## src/common/lsu_config.svh

```systemverilog
// width, SRAM depth and reset window macros; include in any file that sizes ports or storage
`ifndef LSU_CONFIG_SVH
`define LSU_CONFIG_SVH

// datapath and address widths
`define DATA_LEN 32
`define ADDR_LEN 32

// depth of the built-in AXI-lite SRAM, in 32-bit words
`define SRAM_WORDS 64

// lane window after reset, both bounds inclusive
// covers the whole built-in SRAM
`define WIN_BASE_RST 32'h0000_0000
`define WIN_LIMIT_RST 32'h0000_00FF

`endif
```

## src/common/lsu_pkg.sv

```systemverilog
// shared types of the memory stage; referenced by scoped name from the RTL and testbench
`include "lsu_config.svh"

package lsu_pkg;

	// memory operation carried with each request
	typedef enum logic [3:0] {
		OP_NONE = 4'd0,
		OP_LB   = 4'd1,
		OP_LH   = 4'd2,
		OP_LW   = 4'd3,
		OP_LBU  = 4'd4,
		OP_LHU  = 4'd5,
		OP_SB   = 4'd6,
		OP_SH   = 4'd7,
		OP_SW   = 4'd8
	} mem_op_e;

	// AXI size field, bytes = 2**size
	typedef enum logic [2:0] {
		AXI_SIZE_1 = 3'd0,
		AXI_SIZE_2 = 3'd1,
		AXI_SIZE_4 = 3'd2
	} axi_size_e;

	localparam logic [1:0] AXI_RESP_OKAY = 2'b00;
	localparam logic [1:0] AXI_RESP_SLVERR = 2'b10;

	// request from execute; wdata is store data or the ALU result
	typedef struct packed {
		mem_op_e op;
		logic [`ADDR_LEN-1:0] addr;
		logic [`DATA_LEN-1:0] wdata;
		logic [4:0] rd;
		logic wd;
	} lsu_req_t;

	// writeback record
	typedef struct packed {
		logic [4:0] rd;
		logic wd;
		logic [`DATA_LEN-1:0] wdata;
		logic err;
	} lsu_rsp_t;

	// one data word, seen whole or as byte lanes
	typedef union packed {
		logic [`DATA_LEN-1:0] word;
		logic [`DATA_LEN/8-1:0][7:0] bytes;
	} mem_word_u;

	// lane window bounds, inclusive
	typedef struct packed {
		logic [`ADDR_LEN-1:0] base;
		logic [`ADDR_LEN-1:0] limit;
	} win_cfg_t;

endpackage

```

## src/hdl/mem_stage_top.sv

```systemverilog
// memory stage top; controller, lane aligner and window registers in front of the AXI-lite SRAM
`include "lsu_config.svh"

module mem_stage_top (
	input  logic clock,
	input  logic rstn,
	input  logic req_valid_i,
	input  lsu_pkg::lsu_req_t req_i,
	output logic req_ready_o,
	output logic rsp_valid_o,
	output lsu_pkg::lsu_rsp_t rsp_o,
	input  logic rsp_ready_i,
	input  logic cfg_valid_i,
	input  logic cfg_sel_i,
	input  logic [`ADDR_LEN-1:0] cfg_wdata_i,
	output lsu_pkg::win_cfg_t win_o
);

	logic [`ADDR_LEN-1:0] araddr;
	lsu_pkg::axi_size_e arsize;
	logic arvalid;
	logic arready;
	logic [`DATA_LEN-1:0] rdata;
	logic [1:0] rresp;
	logic rvalid;
	logic rready;
	logic [`ADDR_LEN-1:0] awaddr;
	lsu_pkg::axi_size_e awsize;
	logic awvalid;
	logic awready;
	logic [`DATA_LEN-1:0] wdata;
	logic [`DATA_LEN/8-1:0] wstrb;
	logic wvalid;
	logic wready;
	logic [1:0] bresp;
	logic bvalid;
	logic bready;

	lsu_pkg::mem_op_e al_op;
	logic [`ADDR_LEN-1:0] al_addr;
	logic [`DATA_LEN-1:0] al_wdata;
	logic [`DATA_LEN-1:0] al_rdata;
	logic [`DATA_LEN-1:0] al_lane_wdata;
	logic [`DATA_LEN/8-1:0] al_strb;
	logic [`DATA_LEN-1:0] al_load;
	logic in_window;

	lsu_ctrl u_ctrl (
		.clock           (clock),
		.rstn            (rstn),
		.req_valid_i     (req_valid_i),
		.req_i           (req_i),
		.req_ready_o     (req_ready_o),
		.rsp_valid_o     (rsp_valid_o),
		.rsp_o           (rsp_o),
		.rsp_ready_i     (rsp_ready_i),
		.araddr_o        (araddr),
		.arsize_o        (arsize),
		.arvalid_o       (arvalid),
		.arready_i       (arready),
		.rdata_i         (rdata),
		.rresp_i         (rresp),
		.rvalid_i        (rvalid),
		.rready_o        (rready),
		.awaddr_o        (awaddr),
		.awsize_o        (awsize),
		.awvalid_o       (awvalid),
		.awready_i       (awready),
		.wdata_o         (wdata),
		.wstrb_o         (wstrb),
		.wvalid_o        (wvalid),
		.wready_i        (wready),
		.bresp_i         (bresp),
		.bvalid_i        (bvalid),
		.bready_o        (bready),
		.al_op_o         (al_op),
		.al_addr_o       (al_addr),
		.al_wdata_o      (al_wdata),
		.al_rdata_o      (al_rdata),
		.al_lane_wdata_i (al_lane_wdata),
		.al_strb_i       (al_strb),
		.al_load_i       (al_load)
	);

	lsu_lane_align u_align (
		.op_i         (al_op),
		.addr_lo_i    (al_addr[1:0]),
		.in_window_i  (in_window),
		.wdata_i      (al_wdata),
		.rdata_i      (al_rdata),
		.lane_wdata_o (al_lane_wdata),
		.strb_o       (al_strb),
		.load_o       (al_load)
	);

	lsu_region_cfg u_region (
		.clock       (clock),
		.rstn        (rstn),
		.cfg_valid_i (cfg_valid_i),
		.cfg_sel_i   (cfg_sel_i),
		.cfg_wdata_i (cfg_wdata_i),
		.addr_i      (al_addr),
		.win_o       (win_o),
		.in_window_o (in_window)
	);

	axi_lite_sram u_sram (
		.clock     (clock),
		.rstn      (rstn),
		.araddr_i  (araddr),
		.arsize_i  (arsize),
		.arvalid_i (arvalid),
		.arready_o (arready),
		.rdata_o   (rdata),
		.rresp_o   (rresp),
		.rvalid_o  (rvalid),
		.rready_i  (rready),
		.awaddr_i  (awaddr),
		.awsize_i  (awsize),
		.awvalid_i (awvalid),
		.awready_o (awready),
		.wdata_i   (wdata),
		.wstrb_i   (wstrb),
		.wvalid_i  (wvalid),
		.wready_o  (wready),
		.bresp_o   (bresp),
		.bvalid_o  (bvalid),
		.bready_i  (bready)
	);

endmodule

```

## src/hdl/axi_lite_sram.sv

```systemverilog
// word-addressed AXI-lite slave memory with byte strobes; SLVERR for addresses past the depth
`include "lsu_config.svh"

module axi_lite_sram (
	input  logic clock,
	input  logic rstn,
	// address read
	input  logic [`ADDR_LEN-1:0] araddr_i,
	input  lsu_pkg::axi_size_e arsize_i,
	input  logic arvalid_i,
	output logic arready_o,
	// read data
	output logic [`DATA_LEN-1:0] rdata_o,
	output logic [1:0] rresp_o,
	output logic rvalid_o,
	input  logic rready_i,
	// address write
	input  logic [`ADDR_LEN-1:0] awaddr_i,
	input  lsu_pkg::axi_size_e awsize_i,
	input  logic awvalid_i,
	output logic awready_o,
	// write data
	input  logic [`DATA_LEN-1:0] wdata_i,
	input  logic [`DATA_LEN/8-1:0] wstrb_i,
	input  logic wvalid_i,
	output logic wready_o,
	// write response
	output logic [1:0] bresp_o,
	output logic bvalid_o,
	input  logic bready_i
);

	localparam int unsigned IDX_W = $clog2(`SRAM_WORDS);
	localparam int unsigned WORD_AW = `ADDR_LEN - 2;

	logic [`DATA_LEN-1:0] mem [`SRAM_WORDS];

	logic ar_hs;
	logic aw_hs;
	logic w_hs;
	logic ar_ok;
	logic aw_got;
	logic w_got;
	logic [`ADDR_LEN-1:0] aw_addr_q;
	lsu_pkg::axi_size_e aw_size_q;
	logic [`DATA_LEN-1:0] w_data_q;
	logic [`DATA_LEN/8-1:0] w_strb_q;
	logic [`ADDR_LEN-1:0] wr_addr;
	lsu_pkg::axi_size_e wr_size;
	logic [`DATA_LEN-1:0] wr_data;
	logic [`DATA_LEN/8-1:0] wr_strb;
	logic wr_fire;
	logic wr_ok;

	assign ar_hs = arvalid_i && arready_o;
	assign aw_hs = awvalid_i && awready_o;
	assign w_hs = wvalid_i && wready_o;

	// in range and no wider than the bus
	assign ar_ok = (araddr_i[`ADDR_LEN-1:2] < WORD_AW'(`SRAM_WORDS))
		&& (arsize_i <= lsu_pkg::AXI_SIZE_4);

	// address and data may arrive in either order; use the live beat if not held
	assign wr_addr = aw_got ? aw_addr_q : awaddr_i;
	assign wr_size = aw_got ? aw_size_q : awsize_i;
	assign wr_data = w_got ? w_data_q : wdata_i;
	assign wr_strb = w_got ? w_strb_q : wstrb_i;
	assign wr_fire = (aw_got || aw_hs) && (w_got || w_hs) && !bvalid_o;
	assign wr_ok = (wr_addr[`ADDR_LEN-1:2] < WORD_AW'(`SRAM_WORDS))
		&& (wr_size <= lsu_pkg::AXI_SIZE_4);

	// handshake control
	always_ff @(posedge clock) begin
		if (!rstn) begin
			arready_o <= 1'b0;
			rvalid_o <= 1'b0;
			awready_o <= 1'b0;
			wready_o <= 1'b0;
			bvalid_o <= 1'b0;
			aw_got <= 1'b0;
			w_got <= 1'b0;
		end else begin
			// ready answers one cycle after valid, as a single pulse
			arready_o <= arvalid_i && !arready_o && !rvalid_o;
			awready_o <= awvalid_i && !awready_o && !aw_got;
			wready_o <= wvalid_i && !wready_o && !w_got;

			if (ar_hs)
				rvalid_o <= 1'b1;
			else if (rvalid_o && rready_i)
				rvalid_o <= 1'b0;

			if (bvalid_o && bready_i)
				bvalid_o <= 1'b0;
			if (wr_fire) begin
				aw_got <= 1'b0;
				w_got <= 1'b0;
				bvalid_o <= 1'b1;
			end else begin
				if (aw_hs)
					aw_got <= 1'b1;
				if (w_hs)
					w_got <= 1'b1;
			end
		end
	end

	// storage and response payload
	always_ff @(posedge clock) begin
		if (aw_hs) begin
			aw_addr_q <= awaddr_i;
			aw_size_q <= awsize_i;
		end
		if (w_hs) begin
			w_data_q <= wdata_i;
			w_strb_q <= wstrb_i;
		end

		if (ar_hs) begin
			if (ar_ok) begin
				rdata_o <= mem[araddr_i[IDX_W+1:2]];
				rresp_o <= lsu_pkg::AXI_RESP_OKAY;
			end else begin
				rdata_o <= '0;
				rresp_o <= lsu_pkg::AXI_RESP_SLVERR;
			end
		end

		if (wr_fire) begin
			bresp_o <= wr_ok ? lsu_pkg::AXI_RESP_OKAY : lsu_pkg::AXI_RESP_SLVERR;
			for (int b = 0; b < `DATA_LEN/8; b++) begin
				if (wr_ok && wr_strb[b])
					mem[wr_addr[IDX_W+1:2]][8*b +: 8] <= wr_data[8*b +: 8];
			end
		end
	end

endmodule

```

## src/hdl/lsu_region_cfg.sv

```systemverilog
// lane window bound registers, written through the config port, with the in-window address check
`include "lsu_config.svh"

module lsu_region_cfg (
	input  logic clock,
	input  logic rstn,
	input  logic cfg_valid_i,
	// 0 writes base, 1 writes limit
	input  logic cfg_sel_i,
	input  logic [`ADDR_LEN-1:0] cfg_wdata_i,
	input  logic [`ADDR_LEN-1:0] addr_i,
	output lsu_pkg::win_cfg_t win_o,
	output logic in_window_o
);

	lsu_pkg::win_cfg_t win_q;

	always_ff @(posedge clock) begin
		if (!rstn) begin
			win_q.base <= `WIN_BASE_RST;
			win_q.limit <= `WIN_LIMIT_RST;
		end else if (cfg_valid_i) begin
			if (cfg_sel_i)
				win_q.limit <= cfg_wdata_i;
			else
				win_q.base <= cfg_wdata_i;
		end
	end

	// both bounds inclusive
	assign in_window_o = (addr_i >= win_q.base) && (addr_i <= win_q.limit);

	assign win_o = win_q;

endmodule

```

## src/lsu/lsu_ctrl.sv

```systemverilog
// request FSM of the memory stage; turns one request at a time into AXI-lite traffic and a writeback
`include "lsu_config.svh"

module lsu_ctrl (
	input  logic clock,
	input  logic rstn,
	// execute side
	input  logic req_valid_i,
	input  lsu_pkg::lsu_req_t req_i,
	output logic req_ready_o,
	// writeback side
	output logic rsp_valid_o,
	output lsu_pkg::lsu_rsp_t rsp_o,
	input  logic rsp_ready_i,
	// address read
	output logic [`ADDR_LEN-1:0] araddr_o,
	output lsu_pkg::axi_size_e arsize_o,
	output logic arvalid_o,
	input  logic arready_i,
	// read data
	input  logic [`DATA_LEN-1:0] rdata_i,
	input  logic [1:0] rresp_i,
	input  logic rvalid_i,
	output logic rready_o,
	// address write
	output logic [`ADDR_LEN-1:0] awaddr_o,
	output lsu_pkg::axi_size_e awsize_o,
	output logic awvalid_o,
	input  logic awready_i,
	// write data
	output logic [`DATA_LEN-1:0] wdata_o,
	output logic [`DATA_LEN/8-1:0] wstrb_o,
	output logic wvalid_o,
	input  logic wready_i,
	// write response
	input  logic [1:0] bresp_i,
	input  logic bvalid_i,
	output logic bready_o,
	// lane aligner
	output lsu_pkg::mem_op_e al_op_o,
	output logic [`ADDR_LEN-1:0] al_addr_o,
	output logic [`DATA_LEN-1:0] al_wdata_o,
	output logic [`DATA_LEN-1:0] al_rdata_o,
	input  logic [`DATA_LEN-1:0] al_lane_wdata_i,
	input  logic [`DATA_LEN/8-1:0] al_strb_i,
	input  logic [`DATA_LEN-1:0] al_load_i
);

	typedef enum logic [1:0] {
		ST_IDLE,
		ST_ADDR,
		ST_RESP,
		ST_DONE
	} state_e;

	state_e state_q;
	lsu_pkg::lsu_req_t req_q;
	logic [`DATA_LEN-1:0] rdata_q;
	logic err_q;
	logic ar_valid_q;
	logic aw_valid_q;
	logic w_valid_q;
	logic is_load;
	logic is_store;
	logic req_hs;
	logic ar_hs;
	logic aw_hs;
	logic w_hs;
	logic r_hs;
	logic b_hs;
	logic rsp_hs;
	logic wr_addr_done;
	lsu_pkg::axi_size_e size;

	function automatic logic op_is_load(lsu_pkg::mem_op_e op);
		return op inside {lsu_pkg::OP_LB, lsu_pkg::OP_LH, lsu_pkg::OP_LW,
			lsu_pkg::OP_LBU, lsu_pkg::OP_LHU};
	endfunction

	function automatic logic op_is_store(lsu_pkg::mem_op_e op);
		return op inside {lsu_pkg::OP_SB, lsu_pkg::OP_SH, lsu_pkg::OP_SW};
	endfunction

	assign is_load = op_is_load(req_q.op);
	assign is_store = op_is_store(req_q.op);

	// size follows the access width of the op
	always_comb begin
		case (req_q.op)
			lsu_pkg::OP_LB, lsu_pkg::OP_LBU, lsu_pkg::OP_SB: size = lsu_pkg::AXI_SIZE_1;
			lsu_pkg::OP_LH, lsu_pkg::OP_LHU, lsu_pkg::OP_SH: size = lsu_pkg::AXI_SIZE_2;
			default: size = lsu_pkg::AXI_SIZE_4;
		endcase
	end

	assign req_ready_o = (state_q == ST_IDLE);
	assign rsp_valid_o = (state_q == ST_DONE);
	assign rready_o = (state_q == ST_RESP) && is_load;
	assign bready_o = (state_q == ST_RESP) && is_store;

	assign req_hs = req_valid_i && req_ready_o;
	assign ar_hs = arvalid_o && arready_i;
	assign aw_hs = awvalid_o && awready_i;
	assign w_hs = wvalid_o && wready_i;
	assign r_hs = rvalid_i && rready_o;
	assign b_hs = bvalid_i && bready_o;
	assign rsp_hs = rsp_valid_o && rsp_ready_i;

	// aw and w may be taken in different cycles
	assign wr_addr_done = (!aw_valid_q || awready_i) && (!w_valid_q || wready_i);

	always_ff @(posedge clock) begin
		if (!rstn) begin
			state_q <= ST_IDLE;
			ar_valid_q <= 1'b0;
			aw_valid_q <= 1'b0;
			w_valid_q <= 1'b0;
		end else begin
			case (state_q)
				ST_IDLE: begin
					if (req_hs) begin
						if (op_is_load(req_i.op)) begin
							ar_valid_q <= 1'b1;
							state_q <= ST_ADDR;
						end else if (op_is_store(req_i.op)) begin
							aw_valid_q <= 1'b1;
							w_valid_q <= 1'b1;
							state_q <= ST_ADDR;
						end else begin
							// pass-through goes straight to writeback
							state_q <= ST_DONE;
						end
					end
				end
				ST_ADDR: begin
					if (ar_hs)
						ar_valid_q <= 1'b0;
					if (aw_hs)
						aw_valid_q <= 1'b0;
					if (w_hs)
						w_valid_q <= 1'b0;
					if (is_load ? ar_hs : wr_addr_done)
						state_q <= ST_RESP;
				end
				ST_RESP: begin
					if (r_hs || b_hs)
						state_q <= ST_DONE;
				end
				ST_DONE: begin
					if (rsp_hs)
						state_q <= ST_IDLE;
				end
				default: state_q <= ST_IDLE;
			endcase
		end
	end

	// request and response payload
	always_ff @(posedge clock) begin
		if (req_hs) begin
			req_q <= req_i;
			err_q <= 1'b0;
		end
		if (r_hs) begin
			rdata_q <= rdata_i;
			err_q <= (rresp_i != lsu_pkg::AXI_RESP_OKAY);
		end
		if (b_hs)
			err_q <= (bresp_i != lsu_pkg::AXI_RESP_OKAY);
	end

	assign arvalid_o = ar_valid_q;
	assign awvalid_o = aw_valid_q;
	assign wvalid_o = w_valid_q;
	assign araddr_o = req_q.addr;
	assign awaddr_o = req_q.addr;
	assign arsize_o = size;
	assign awsize_o = size;
	assign wdata_o = al_lane_wdata_i;
	assign wstrb_o = al_strb_i;

	assign al_op_o = req_q.op;
	assign al_addr_o = req_q.addr;
	assign al_wdata_o = req_q.wdata;
	// raw word; the aligner picks the lane and extends it
	assign al_rdata_o = rdata_q;

	always_comb begin
		rsp_o.rd = req_q.rd;
		rsp_o.wd = req_q.wd;
		rsp_o.wdata = is_load ? al_load_i : req_q.wdata;
		rsp_o.err = err_q;
	end

endmodule

```

## src/lsu/lsu_lane_align.sv

```systemverilog
// combinational byte-lane placement for stores and lane extraction plus extension for loads
`include "lsu_config.svh"

module lsu_lane_align (
	input  lsu_pkg::mem_op_e op_i,
	input  logic [1:0] addr_lo_i,
	input  logic in_window_i,
	input  logic [`DATA_LEN-1:0] wdata_i,
	input  logic [`DATA_LEN-1:0] rdata_i,
	output logic [`DATA_LEN-1:0] lane_wdata_o,
	output logic [`DATA_LEN/8-1:0] strb_o,
	output logic [`DATA_LEN-1:0] load_o
);

	logic [1:0] lane;
	logic [`DATA_LEN/8-1:0] strb_base;
	lsu_pkg::mem_word_u st_src;
	lsu_pkg::mem_word_u st_dst;
	lsu_pkg::mem_word_u ld_src;
	lsu_pkg::mem_word_u ld_lane;

	// device-style access outside the window keeps everything at lane 0
	assign lane = in_window_i ? addr_lo_i : 2'b00;

	always_comb begin
		case (op_i)
			lsu_pkg::OP_SB: strb_base = 4'b0001;
			lsu_pkg::OP_SH: strb_base = 4'b0011;
			lsu_pkg::OP_SW: strb_base = 4'b1111;
			default: strb_base = 4'b0000;
		endcase
	end

	assign strb_o = strb_base << lane;

	// store bytes move up by lane
	always_comb begin
		st_src.word = wdata_i;
		st_dst.word = '0;
		for (int i = 0; i < `DATA_LEN/8; i++) begin
			if (i >= int'(lane))
				st_dst.bytes[i] = st_src.bytes[i - int'(lane)];
		end
	end

	assign lane_wdata_o = st_dst.word;

	// load bytes come down from lane
	always_comb begin
		ld_src.word = rdata_i;
		ld_lane.word = '0;
		for (int i = 0; i < `DATA_LEN/8; i++) begin
			if (i + int'(lane) < `DATA_LEN/8)
				ld_lane.bytes[i] = ld_src.bytes[i + int'(lane)];
		end
	end

	always_comb begin
		case (op_i)
			lsu_pkg::OP_LB: load_o = {{24{ld_lane.word[7]}}, ld_lane.word[7:0]};
			lsu_pkg::OP_LH: load_o = {{16{ld_lane.word[15]}}, ld_lane.word[15:0]};
			lsu_pkg::OP_LBU: load_o = {24'b0, ld_lane.word[7:0]};
			lsu_pkg::OP_LHU: load_o = {16'b0, ld_lane.word[15:0]};
			// LW and anything else pass the word as is
			default: load_o = ld_lane.word;
		endcase
	end

endmodule

```

## config.mk

```make
export PLATFORM = sky130hd
export DESIGN_NAME = mem_stage_top
export DESIGN_NICKNAME = d
export VERILOG_FILES = /design/src/common/lsu_pkg.sv /design/src/hdl/mem_stage_top.sv /design/src/hdl/axi_lite_sram.sv /design/src/hdl/lsu_region_cfg.sv /design/src/lsu/lsu_ctrl.sv /design/src/lsu/lsu_lane_align.sv
export VERILOG_INCLUDE_DIRS = /design/src /design/src/common
export SDC_FILE = /design/constraint.sdc
export NUM_CORES = 2
export LEC_CHECK = 0
export BUFFER_PORTS_ARGS = -buffer_cell sky130_fd_sc_hd__buf_4
export CORE_UTILIZATION = 50
export CTS_BUF_LIST = sky130_fd_sc_hd__clkbuf_4
export DETAILED_ROUTE_END_ITERATION = 12
export MAX_ROUTING_LAYER = met4
export PLACE_DENSITY_LB_ADDON = 0.15
export SLEW_MARGIN = 20
export SYNTH_ARGS = -nofsm -noshare
export SYNTH_HDL_FRONTEND = slang
export SYNTH_SLANG_ARGS = --single-unit
```

## constraint.sdc

```tcl
create_clock -name clock -period 6 [get_ports clock]
set_clock_uncertainty 0.15 [all_clocks]
set_input_delay 0.3 -clock clock [delete_from_list [all_inputs] [get_ports clock]]
set_output_delay 0.3 -clock clock [all_outputs]
set_load 0.02 [all_outputs]
```

==> impl_metrics.ini <==
[synthesis]
synth-edff-count = 2257
yosysWarnings = 0
synthCells = 4497
synth-simple-area-share_pct = 3.667
synthFlopType = edfxtp_1
synth_area_sq_mm = 0.09315
syn-num-nets = 4680
yosysTopAreaCell = edfxtp_1
synthMuxAreaShare_pct = 17.42
ys_seq_area_share_pct = 74.40
synth_top_family_by_area = multiplexers
synth_most_common_cell = edfxtp_1
synth_top_area_share_pct = 72.76
synthXorXnorAreaFrac_pct = 0.02821
synth_area_per_cell_sq_um = 20.71
synth-compound-area-share_pct = 1.929
ys_types = 69
synthTopCellsByCount = edfxtp_1, mux4_2, nand2_1, nor2_1, clkbuf_1
async_reset_ff_share_pct = 0
synth-seq-cells = 2333
synthTopCellsByArea = edfxtp_1, mux4_2, dfxtp_1
synth_fa_ha_area_share_pct = 0.9537

[setup_path]
r2r-start = u_sram.aw_addr_q[30]
crit_arrival_ns = 5.38
worst-endpoint-required_ns = 5.55
startpoint = u_ctrl.al_addr_o[19]
cp_max_fo = 8
worstSetupPathType = register to output pin
critical_path.startpoint_type = register
crit_path_end_kind = output pin

[floorplanning]
io_pins = 217
die_x_um = 433.6
core_sq_mm = 0.1852
dieHeight_um = 433.6
initial_core_util_pct = 50.29
die_area_sq_mm = 0.1880
rows = 158

[status]
status = finished with violations
violations = DRC

[cts]
cts_root_buf = clkbuf_4
cts_made_buffers = 605
cts.sinks = 2333
path_clk_slew_ns = 0.07
htreeDepth = 6
clk_path_buf_depth = 4
cts_tree = yes
clock_latency_ns = 1.41

[global_route]
grt_use_total_pct = 28.54
grt_overflow = 0
grt_max_degree = 157
antenna_found_initial = 23
first_global_vias = 52270
grt_pass1_wl_um = 368500

[worst_hold_path]
hold_path.class = input pin to register
hp-start = cfg_wdata_i[27]

[detailed_routing]
via_per_inst = 6.022
drcViolationCount = 13
num_vias = 51350
antenna_left = 0
drt_iter0_drc = 6138
routed_wl_um = 257800
first_pass_iters = 13
wire_per_inst_um = 30.24

[pwr]
cellLeakagePower_nw = 36.00
power.density_mw_per_mm2 = 371.7
power_mw = 41.02
peakVddDrop_mv = 0.2645

[layout]
syn_to_final_growth_pct = 18.49
n_fill_cell = 13430
layout.nets = 5811
drive_above_1_share_pct = 37.01

[timing]
setup_viol_count_final = 0
tightest_slew_ns = 1.155
setup_tns_ns = 0
max-slew-margin-rel_pct = 22.39
period_needed_ns = 5.828
hold_viol_final = 0
fin_crit_sh_pct = 97.13
fmax_ghz = 0.1716
rsz0062_at_grt = yes
final_max_slew_viol_count = 0

[placed_design]
gp_congestion = 0.8953
place.port_buffers = 216
post-dp-hpwl_um = 153400

[flow_run]
maxCapViolations = 0
==> worst paths after layout <==
path	to	slack (ns)	cells past startpoint
worst min register to register	u_ctrl.al_rdata_o[7]	0.27	0
worst max register to register	u_sram.mem[21][22]	0.97	8
worst max-delay path	rsp_o[32]	0.17	14
worst min-delay path	u_region.win_o[59]	0.20	5
==> worst max-delay path, stage by stage, from the launching register on <==
cell	delay (ns)
edfxtp_1	0.51
ha_4	0.34
nand4_1	0.18
nor4_4	0.42
nor2b_1	0.19
o31a_1	0.20
a21oi_1	0.09
and3_4	0.24
ha_4	0.28
mux2_2	0.36
nor4_4	0.15
a211oi_2	0.12
a221o_2	0.54
o22a_1	0.23
buf_4	0.16
==> final cells by class <==
class	count	area, sq um	area share, %
multi-input combinational	1818	23320	21.13
clock inverter	139	732.0	0.6632
sequential	2333	69300	62.79
antenna	24	60.06	0.05442
clock buffer	863	6479	5.870
timing repair buffer	785	7053	6.391
tap	2480	3103	2.812
inverter	85	325.3	0.2948
==> where the power goes <==
| group | total [mW] | switching, mW | internal [mW] |
|---|---|---|---|
| logic | 7.77 | 5.00 | 2.77 |
| clock network | 13.2 | 6.31 | 6.87 |
| registers | 20.1 | 0.219 | 19.9 |
==> cells in the final DEF, fill, tap and decap left out, drive strengths merged, types with 5 or more instances in the layout <==
cell and count:
a21oi 51, o22a 17, a31oi 5, nand2 284, bufinv 7, dfxtp 76
edfxtp 2257, inv 96, nor4 76, o211ai 9, nor2 190, mux2i 54
diode 24, o21ai 17, buf 447, nor3 74, clkinv 121, a211oi 23
mux4 691, a21boi 60, o21a 5, nand4 16, mux2 10, nand3 12
o31ai 8, o22ai 10, a311oi 7, a22o 16, nor2b 42, ha 71
dlygate4sd3 338, and2 18, and3 5, clkbuf 863
==> per-layer routing <==
layer	wire length, um	vias to the layer above	track usage (%)
met2	120900	2764	42.03
li1	-	21340	-
met1	102400	26730	37.96
met3	26100	511	8.346
met4	8418	0	10.45
met5	0	-	-
==> flip-flops by register name, summed over array words and instances (netlist names), 6 cells and up <==
register and cells:
u_ctrl.al_addr_o 32, u_ctrl.al_rdata_o 32, u_ctrl.al_wdata_o 32, u_ctrl.rsp_o 6, u_region.win_o 64, u_sram.aw_addr_q 30
u_sram.mem 2048, u_sram.rdata_o 32, u_sram.w_data_q 32
==> through the flow <==
| step | hold WS [ns] | util (%) | setup slack, ns | instances | cell area [sq um] |
|---|---|---|---|---|---|
| 2_1_floorplan | 0.2489 | - | 0.7766 | 4497 | 93190 |
| 6_report | 0.2016 | 59.58 | 0.1720 | 8527 | 110400 |
| 4_1_cts | 0.01982 | 59.39 | 0.009897 | 8495 | 110000 |
| 5_1_grt | 0.1394 | 59.57 | -0.03365 | 8521 | 110400 |
| 3_5_place_dp | 0.2545 | 53.60 | 0.7736 | 7149 | 99290 |
| 3_3_place_gp | 0.2561 | 53.56 | 0.7220 | 7149 | 99200 |
==> logic make-up after synthesis <==
family	Yosys count
DFF	2333
muxes	755
and+or+nand+nor	735
buffers and inverters	348
AOI/OAI and AO/OA	252
adders and majority gates	71
xor gates and xnor gates	3
==> what timing repair did <==
action / CTS / global route
buffers inserted: 3 / 7
endpoints found under the hold margin: 225 / 0
gates cloned: 2 / 0
pin swaps: 6 / 8
hold buffers: 339 / 0
setup endpoints to repair: 18 / 17
gates resized for setup: 18 / 8
No activity file was read; power rests on OpenSTA's default activity.
